File: config.mk
export PLATFORM = sky130hd
export DESIGN_NAME = mand_engine
export DESIGN_NICKNAME = d
export VERILOG_FILES = /design/src/logic/mand_pkg.sv /design/src/logic/mand_engine.sv
export VERILOG_INCLUDE_DIRS = /design/src /design/src/logic
export SDC_FILE = /design/constraint.sdc
export NUM_CORES = 1
export LEC_CHECK = 0
export BUFFER_PORTS_ARGS = -buffer_cell sky130_fd_sc_hd__buf_2
export CAP_MARGIN = 20
export CORE_AREA = 4 4 165 167
export DETAILED_ROUTE_END_ITERATION = 8
export DIE_AREA = 0 0 169 171
export PLACE_DENSITY_LB_ADDON = 0.12
export SLEW_MARGIN = 20
export SYNTH_ARGS = -nofsm -noshare
export SYNTH_HDL_FRONTEND = slang
export SYNTH_SLANG_ARGS = --single-unit
File: constraint.sdc
create_clock -name vclk -period 6.7
set_clock_uncertainty 0.2 [all_clocks]
set_input_delay 1.005 -clock vclk [all_inputs]
set_output_delay 1.005 -clock vclk [all_outputs]
set_load 0.005 [all_outputs]
File: src/logic/mand_macros.svh
`ifndef MAND_MACROS_SVH
`define MAND_MACROS_SVH

// clock cycles per pipeline stage
`define MAND_STAGE_LAT 4
`define MAND_FRAC_BITS 24

// escape radius squared, 4.0 in Q8.24
`define MAND_ESCAPE 32'sh0400_0000

`define MAND_JOBQ_DEPTH 4
`define MAND_RESQ_DEPTH 8

// word addresses on the bus
`define MAND_ADDR_CRE    3'd0
`define MAND_ADDR_CIM    3'd1
`define MAND_ADDR_PUSH   3'd2
`define MAND_ADDR_MAXIT  3'd3
`define MAND_ADDR_STATUS 3'd4
`define MAND_ADDR_RESULT 3'd5

`endif
File: src/logic/mand_pkg.sv
`default_nettype none

package mand_pkg;

  typedef logic signed [31:0] mand_fix_t;  // Q8.24, range +-128
  typedef logic [7:0] mand_iter_t;
  typedef logic [7:0] mand_tag_t;

  // one pixel job as queued by the host
  typedef struct packed {
    mand_tag_t tag;
    mand_fix_t c_re;
    mand_fix_t c_im;
  } mand_job_t;

  // side data that rides along with each item in the pipeline
  typedef struct packed {
    logic       valid;
    logic       done;   // finished, waiting for room in the result queue
    mand_tag_t  tag;
    mand_iter_t iter;
    mand_fix_t  c_re;
    mand_fix_t  c_im;
  } mand_ctx_t;

  typedef struct packed {
    mand_tag_t  tag;
    mand_iter_t iter;
  } mand_res_t;

endpackage

`default_nettype wire

File: src/logic/mand_engine.sv
`timescale 1ns/1ns
`default_nettype none
`include "mand_macros.svh"

module mand_engine
  import mand_pkg::*;
(
  input  wire logic       job_valid_i,
  input  wire mand_job_t  job_i,
  output logic            job_take_o,
  input  wire mand_iter_t max_iter_i,
  input  wire logic       res_full_i,
  output logic            res_push_o,
  output mand_res_t       res_o,
  input  wire mand_fix_t  xnext_i,
  input  wire mand_fix_t  ynext_i,
  input  wire mand_ctx_t  store_i,
  input  wire mand_fix_t  result_i,
  output mand_fix_t       xn_o,
  output mand_fix_t       yn_o,
  output mand_ctx_t       load_o
);

  mand_iter_t iter_inc;
  mand_iter_t iter_out;
  logic       escaped;
  logic       finished;
  logic       slot_free;

  assign iter_inc = store_i.iter + 8'd1;
  assign escaped  = result_i > mand_fix_t'(`MAND_ESCAPE);  // signed compare
  assign finished = store_i.done || escaped || (iter_inc == max_iter_i);

  // a parked item already holds its final count
  assign iter_out = store_i.done ? store_i.iter : iter_inc;

  assign res_o      = '{tag: store_i.tag, iter: iter_out};
  assign res_push_o = store_i.valid && finished && !res_full_i;
  assign slot_free  = !store_i.valid || res_push_o;
  assign job_take_o = slot_free && job_valid_i;

  always_comb
  begin
    load_o = '0;
    xn_o   = '0;
    yn_o   = '0;
    if (!slot_free)
    begin
      // recirculate, parking finished items with done set
      load_o      = store_i;
      load_o.done = finished;
      load_o.iter = iter_out;
      xn_o        = xnext_i;
      yn_o        = ynext_i;
    end
    else if (job_valid_i)
    begin
      load_o.valid = 1'b1;   // new job starts at z = 0
      load_o.tag   = job_i.tag;
      load_o.c_re  = job_i.c_re;
      load_o.c_im  = job_i.c_im;
    end
  end

endmodule

`default_nettype wire

==> results by group, run 1 <==
GRT
  – Global-route wire length before repair: 21800 um
  – Initial antenna violation count: 0
  – Gr usage total: 0.0922
  – Number of global-route vias before repair: 4025
  – Largest net degree at the start of global routing: 78
  – GR Overflow Total: 0

Setup path
  – Worst path arrival time: 3.45 ns
  – CP endpoint kind: output port
  – CP required: 5.49 ns
  – Largest fanout on the critical path: 77
  – Kind of critical path: in2out
  – Crit path launch type: primary input

Logic synthesis
  – Area leader, netlist: o2bb2ai_1
  – Synth top area share: 0.279
  – Synth top cells by count: nand3_1 (76), and2_1 (72), o2bb2ai_1 (72), clkbuf_1 (30), xnor2_1 (10)
  – YS warnings: 0
  – Synth top area cells: o2bb2ai_1 (28%), and2_1 (20%), nand3_1 (17%), clkbuf_1 (5.0%), xnor2_1 (3.9%)
  – Synthesized area: 2260 um2
  – Avg Cell Area, Syn: 6.63 um2
  – Count leader, synth: nand3_1
  – Syn Nets: 602
  – Post-Syn Instances: 341
  – Cell variety after synth: 35
  – Sequential area share after synthesis: 0

Timing
  – Final setup TNS: 0 ns
  – Setup WS post-layout: 2.04 ns
  – RSZ-0062 raised after global routing: no
  – Final period util: 0.696
  – Min Tclk post-route: 4.66 ns
  – Max Fclk: 215 MHz
  – Worst Tran Pin Value: 1.04 ns
  – Slew HR: 0.299
  – Max Transition Viols Final: 0
  – Final Hold Fails: 0
  – Endpoints failing setup: 0

Die
  – Rows: 59
  – Placeable core area: 25800 um2
  – DIE AREA: 28900 um2
  – Initial Utilization: 0.0877
  – Die width: 169 um
  – Io pins: 424
  – Die Span Y: 171 um

Detailed routing
  – Drt pass-1 iters: 4
  – Starting DRT DRC Count: 78
  – DR vias/cell: 3.78
  – Post-route DRC: 0
  – Routed length per instance: 14.6 um
  – DRT Wirelength: 15500 um
  – Routed Antenna Nets: 0
  – Via count: 3993

Finish
  – Clock buffers: 0
  – Layout cells sized above 1: 0.607
  – Ant. Diodes: 0
  – Nets: 985
  – Layout fillers: 3014
  – Seq cells: 0
  – FF/Latch Area: 0 um2
  – P&R area growth vs syn: 103%

Flow run
  – MaxCap Viol Count: 0

Pwr
  – Leakage: 2.45 nW
  – Pwr Density: 63.2 nW/um2
  – Peak VDD IR: 0.0000254 V
  – Total Power: 0.290 mW

Place
  – Post-DP HPWL: 13000 um
  – Port Buf Inserts: 424
  – Final RePlAce weighted congestion: 0.749
  – Place WS: 1.97 ns

Clocking
  – Cts repair resizes: 0
  – Post-CTS setup buffer count: 0
  – Hold_buf cts: 0

Outcome
  – Status: finished, final reports clean

Worst hold path
  – Min-delay worst type: in2out
stage by stage:
| stage | cells | hold WS (ns) | instance area [um2] | utilization |
|---|---|---|---|---|
| floorplan | 341 | 1.84 | 2260 | - |
| global placement | 1057 | 2.00 | 4590 | 0.178 |
| detailed placement | 1057 | 1.99 | 4590 | 0.178 |
| CTS | 1057 | 1.99 | 4590 | 0.178 |
| global route | 1057 | 2.00 | 4590 | 0.178 |
| finish | 1057 | 1.99 | 4590 | 0.178 |
critical path, cell delays in order:
cell,delay [ns]
buf_2,0.10
nor4_1,0.35
nand4_1,0.13
o21ai_0,0.16
o21ai_0,0.37
o31ai_4,0.35
buf_4,0.58
o2bb2ai_1,0.17
buf_2,0.14
final cells by class:
| cell class | instances | area (um2) | area share |
|---|---|---|---|
| repair buffers | 430 | 2170 | 0.472 |
| well taps | 335 | 419 | 0.0913 |
| multi-input cells | 291 | 2000 | 0.436 |
| inverters | 1 | 3.75 | 0.000818 |
layout by cell type, fill, tap and decap left out:
cell / instances
buf_2: 424
nand3_1: 76
and2_1: 72
o2bb2ai_1: 72
xnor2_1: 10
nor2_1: 9
nor4_1: 9
xor2_1: 7
buf_4: 6
nor3_1: 5
nor2b_1: 4
nand2_1: 3
nand2b_1: 3
o21ai_0: 2
nand3_4: 1
inv_1: 1
a211oi_1: 1
o32a_1: 1
nand3b_1: 1
o221a_1: 1
or3b_1: 1
nor4_2: 1
nor4_4: 1
nor4b_1: 1
nand4_1: 1
nor3b_1: 1
nand2_2: 1
o31ai_4: 1
nor3_4: 1
mux2_2: 1
o21bai_1: 1
a31o_2: 1
or2_1: 1
ha_1: 1
worst paths after layout:
path,from,endpoint,slack [ns],cells past startpoint
hold / removal,store_i[78],res_o[14],1.99,2
setup / recovery,result_i[4],load_o[8],2.04,9
per-layer routing:
layer  share of wire  up-vias  track usage  wire [um]
li1                -     2017            -          -
met1            0.34     1732       0.0929       5230
met2            0.56      238        0.199       8700
met3           0.091        6       0.0180       1410
met4          0.0090        0      0.00770        140
met5               0        -            0          0
where the power goes:
group,switching (mW),total (mW),internal [mW]
clock,0,0,0
sequential,0,0,0
combinational,0.138,0.290,0.152
cells by family (layout without fill, tap and decap cells):
family / count (synthesis) / count (layout) / synth area share
simple gates: 192 / 192 / 0.492
compound gates: 80 / 80 / 0.313
xor+xnor: 17 / 17 / 0.0659
fa+ha+maj: 1 / 1 / 0.00554
mux: 1 / 1 / 0.00498
buf+inv: 50 / 431 / 0.119
Power figures use the tool's default switching activity.
==> run 2, diff against run 1 <==
Settings changed: CORE_AREA 4 4 165 167 to 4 4 161 163, DIE_AREA 0 0 169 171 to 0 0 165 167.
Clock period 6.7 ns to 4.5 ns, I/O delays scaled along.
==> run 2 against run 1 <==
  * Sequential cell count unchanged
  * Worst hold slack lost 0.66 ns
  * Highest routed layer unchanged
  * Non-clock buffer count up 3
  * Die area is 4.7% lower
  * Global-route usage is 0.50 points higher
==> results by group, run 2 (synthesis gave the netlist of run 1 again) <==
Die
  – Io pins: 424 (unchanged)
  – Initial Utilization: 0.0929 (+0.00521)
  – Die width: 165 um (-2.4%)
  – Die Span Y: 167 um (-2.3%)
  – Rows: 57 (-3.4%)
  – Placeable core area: 24300 um2 (-5.6%)
  – DIE AREA: 27600 um2 (-4.7%)

Timing
  – Worst Tran Pin Value: 0.825 ns (-0.216 ns)
  – Final setup TNS: 0 ns (unchanged)
  – Slew HR: 0.448 (+0.149)
  – Max Fclk: 246 MHz
  – Min Tclk post-route: 4.06 ns
  – Endpoints failing setup: 0 (unchanged)
  – RSZ-0062 raised after global routing: no
  – Final period util: 0.903
  – Final Hold Fails: 0 (unchanged)
  – Worst hold margin: 1.33 ns (-0.660 ns)
  – Max Transition Viols Final: 0 (unchanged)

Detailed routing
  – Post-route DRC: 0 (unchanged)
  – Starting DRT DRC Count: 106 (+36%)
  – Via count: 4048 (+1.4%)
  – Routed Antenna Nets: 0 (unchanged)
  – Routed length per instance: 14.8 um (+1.3%)
  – DR vias/cell: 3.86 (+2.1%)
  – Drt pass-1 iters: 4 (unchanged)
  – DRT Wirelength: 15600 um (+0.65%)

GRT
  – Largest net degree at the start of global routing: 74 (-5.1%)
  – Gr usage total: 0.0972 (+0.00501)
  – Number of global-route vias before repair: 4051 (+0.65%)
  – GR Overflow Total: 0 (unchanged)
  – Initial antenna violation count: 1 (+1)
  – Global-route wire length before repair: 21700 um (-0.28%)

Finish
  – Most frequent cells in the layout: buf_2 (424), nand3_1 (76), and2_1 (72), o2bb2ai_1 (72), xnor2_1 (10)
  – Layout cells sized above 1: 0.608 (+0.00163)
  – Seq cells: 0 (unchanged)
  – Nets: 988 (+0.30%)
  – Most common cell after layout, fill and taps aside: buf_2
  – FF/Latch Area: 0 um2 (unchanged)
  – Clock buffers: 0 (unchanged)
  – P&R area growth vs syn: 106%

Setup path
  – CP required: 3.62 ns (-1.87 ns)
  – Largest fanout on the critical path: 31 (-60%)
  – CP endpoint kind: output port
  – Worst path arrival time: 3.19 ns (-0.26 ns)
  – Crit path launch type: primary input
  – Kind of critical path: in2out

Place
  – Post-DP HPWL: 13300 um (+2.2%)
  – Final RePlAce weighted congestion: 0.741 (-1.1%)
  – Port Buf Inserts: 424 (unchanged)

Worst hold path
  – Min-delay worst type: in2out

Pwr
  – Peak VDD IR: 0.0000250 V (-1.6%)
  – Leakage: 2.48 nW (+1.4%)
  – Pwr Density: 95.0 nW/um2 (+50%)
  – Total Power: 0.443 mW (+53%)

Clocking
  – Post-CTS setup buffer count: 0 (unchanged)
  – Hold_buf cts: 0 (unchanged)
  – Cts repair resizes: 0 (unchanged)

Outcome
  – Status: finished, final reports clean

Flow run
  – MaxCap Viol Count: 0 (unchanged)
[run 2: changes by cell type in the layout (fill, tap and decap cells not counted), sizes merged]
cell / previous run / this run
diode: 0 / 1
buf: 430 / 433
[run 2: routing by layer]
layer,vias to the layer above,part of all wire,track usage
met4,0,0.019,0.0177
met1,1743,0.31,0.0867
li1,2024,-,-
met5,-,0,0
met3,20,0.10,0.0158
met2,261,0.57,0.217
[run 2: final cells by class]
type	count	area, um2
Timing Repair Buffer	433	2250
Fill cell	2839	19700
Tap cell	324	405
Multi-Input combinational cell	291	2000
Antenna cell	1	2.50
Inverter	1	3.75
[run 2: worst paths after layout]
kind,slack (ns),end,cells past startpoint,startpoint
max,0.44,load_o[9],10,store_i[64]
min,1.33,res_o[13],2,store_i[77]
[run 2: worst max-delay path: stages]
cell and delay, ns:
buf_2 0.18, ha_1 0.27, nand3_1 0.16, nor2_1 0.16, xnor2_1 0.18, nor4_4 0.11
nor3_4 0.71, buf_4 0.47, o2bb2ai_1 0.10, buf_2 0.14
[run 2: through the flow]
stage          std cells   util  setup slack, ns  cell area (um2)
3_3_place_gp        1049  0.192            0.340             4660
2_1_floorplan        341      -             1.17             2260
4_1_cts             1049  0.192            0.303             4660
5_1_grt             1050  0.192           0.0815             4660
3_5_place_dp        1049  0.192            0.303             4660
6_report            1050  0.192            0.438             4660
[run 2: power by group]
part,internal [mW],switching (mW)
Combinational,0.234,0.209
Clock,0.0000000297,0
Sequential,0,0
Total,0.234,0.209
==> run 3, diff against run 2 <==
==> constraint.sdc (replaced) <==
create_clock -name vclk -period 4.5
set_clock_uncertainty 0.2 [all_clocks]
set_input_delay 0.9 -clock vclk [all_inputs]
set_output_delay 0.9 -clock vclk [all_outputs]
set_load 0.005 [all_outputs]
==> run 3 against run 2 <==
  * Routed wire length decreased by 0.65%
  * Via count about the same
  * Worst setup slack got worse by 0.14 ns
  * Maximum frequency decreased by 3.4%
  * Combinational power about the same
  * First-iteration DRC count increased by 8.5%
  * Largest cell class unchanged
==> results by group, run 3 (synthesis gave the netlist of run 1 again) <==
Pwr
  – Pwr Density: 94.7 nW/um2 (-0.32%)
  – Leakage: 2.49 nW (+0.23%)
  – Peak VDD IR: 0.0000359 V (+44%)
  – Total Power: 0.441 mW (-0.42%)

Detailed routing
  – DRT Wirelength: 15500 um (-0.65%)
  – DR vias/cell: 3.84 (-0.29%)
  – Post-route DRC: 0 (unchanged)
  – Drt pass-1 iters: 4 (unchanged)
  – Routed Antenna Nets: 0 (unchanged)
  – Routed length per instance: 14.7 um (-0.84%)
  – Via count: 4044 (-0.099%)
  – Starting DRT DRC Count: 115 (+8.5%)

Finish
  – Multi-input logic area: 2000 um2 (unchanged)
  – P&R area growth vs syn: 106%
  – Most common cell after layout, fill and taps aside: buf_2
  – Layout fillers: 2836 (-0.11%)
  – Post-route cell area: 4660 um2 (-0.11%)
  – Seq cells: 0 (unchanged)
  – Layout cells sized above 1: 0.610 (+0.00161)
  – FF/Latch Area: 0 um2 (unchanged)
  – Post-route insts no fill: 1052 (+0.19%)
  – Ant. Diodes: 0 (-1)
  – Clock buffers: 0 (unchanged)
  – Nets: 991 (+0.30%)
  – Most frequent cells in the layout: buf_2 (424), nand3_1 (76), and2_1 (72), o2bb2ai_1 (72), xnor2_1 (10)

Setup path
  – Crit path launch type: primary input
  – CP required: 3.40 ns (-0.22 ns)
  – Slowest-stage cell, CP: buf_4
  – Worst-path cell chain: buf_2 > ha_1 > nor2b_1 > a211oi_1 > o32a_1 > nor4_4 > o31ai_4 > buf_4 > and2_1 > buf_2
  – Kind of critical path: in2out
  – Largest fanout on the critical path: 58 (+87%)
  – Crit-path most repeated cell: buf_2
  – Worst path arrival time: 3.10 ns (-0.09 ns)
  – CP endpoint kind: output port
  – Slowest stage delay, CP: 0.44 ns (-0.27 ns)

Die
  – Rows: 57 (unchanged)
  – Die Span Y: 167 um (unchanged)
  – Placeable core area: 24300 um2 (unchanged)
  – Io pins: 424 (unchanged)
  – Initial Utilization: 0.0929 (unchanged)
  – Die width: 165 um (unchanged)
  – DIE AREA: 27600 um2 (unchanged)

Place
  – Post-DP HPWL: 13000 um (-2.5%)
  – Port Buf Inserts: 424 (unchanged)
  – Place WS: 0.245 ns (-0.0581 ns)
  – Placed insts: 1052 (+0.29%)
  – DP Area: 4660 um2 (about the same)
  – Final RePlAce weighted congestion: 0.739 (-0.22%)

GRT
  – Initial antenna violation count: 1 (unchanged)
  – Number of global-route vias before repair: 4005 (-1.1%)
  – Gr usage total: 0.0975 (+0.000254)
  – GR Overflow Total: 0 (unchanged)
  – Largest net degree at the start of global routing: 62 (-16%)
  – Global-route wire length before repair: 21700 um (about the same)

Worst hold path
  – Min-delay worst type: in2out

Timing
  – Final period util: 0.934 (+0.0314)
  – RSZ-0062 raised after global routing: no
  – Max Transition Viols Final: 0 (unchanged)
  – Min Tclk post-route: 4.20 ns (+0.141 ns)
  – Endpoints failing setup: 0 (unchanged)
  – Setup WS post-layout: 0.297 ns (-0.141 ns)
  – Worst Tran Pin Value: 0.507 ns (-0.318 ns)
  – Slew HR: 0.662 (+0.214)
  – Final setup TNS: 0 ns (unchanged)
  – Final Hold Fails: 0 (unchanged)
  – Max Fclk: 238 MHz (-3.4%)

Clocking
  – Post-CTS setup buffer count: 0 (unchanged)
  – Cts repair resizes: 0 (unchanged)
  – Hold_buf cts: 0 (unchanged)

Flow run
  – MaxCap Viol Count: 0 (unchanged)

Outcome
  – Status: finished, final reports clean
run 3: cell type report:
cell class	instances	area share
well taps	324	0.0870
inverters	1	0.000806
repair buffers	436	0.483
multi-input cells	291	0.429
run 3: routing by layer:
layer	up-vias	share of wire	global-route usage
met4	2	0.0015	0.00217
met5	-	0.00084	0
li1	2027	-	-
met2	247	0.57	0.219
met1	1764	0.32	0.0899
met3	4	0.11	0.0188
run 3: metrics by stage:
stage,hold slack (ns),util
after floorplan,1.63,-
after global routing,1.79,0.192
after global placement,1.79,0.192
after detailed placement,1.78,0.192
after CTS,1.78,0.192
final,1.78,0.192
run 3: path summary, 6_finish.rpt:
check                    from         to  slack, ns  cells after the start
setup / recovery  store_i[64]    xn_o[1]       0.30                     10
hold / removal    store_i[76]  res_o[12]       1.78                      2
run 3: where the power goes:
part	switching, mW	total [mW]	internal [mW]
combinational	0.208	0.441	0.233
clock	0	0	0
sequential	0	0	0
total	0.208	0.441	0.233
run 3: worst max-delay path: cells and delay by family:
kind,cells,cell delay [ns]
adder cells (fa/ha/maj),1,0.27
AND/OR/NAND/NOR,3,0.36
AO/OA/AOI/OAI,3,0.80
buffers and inverters,3,0.74
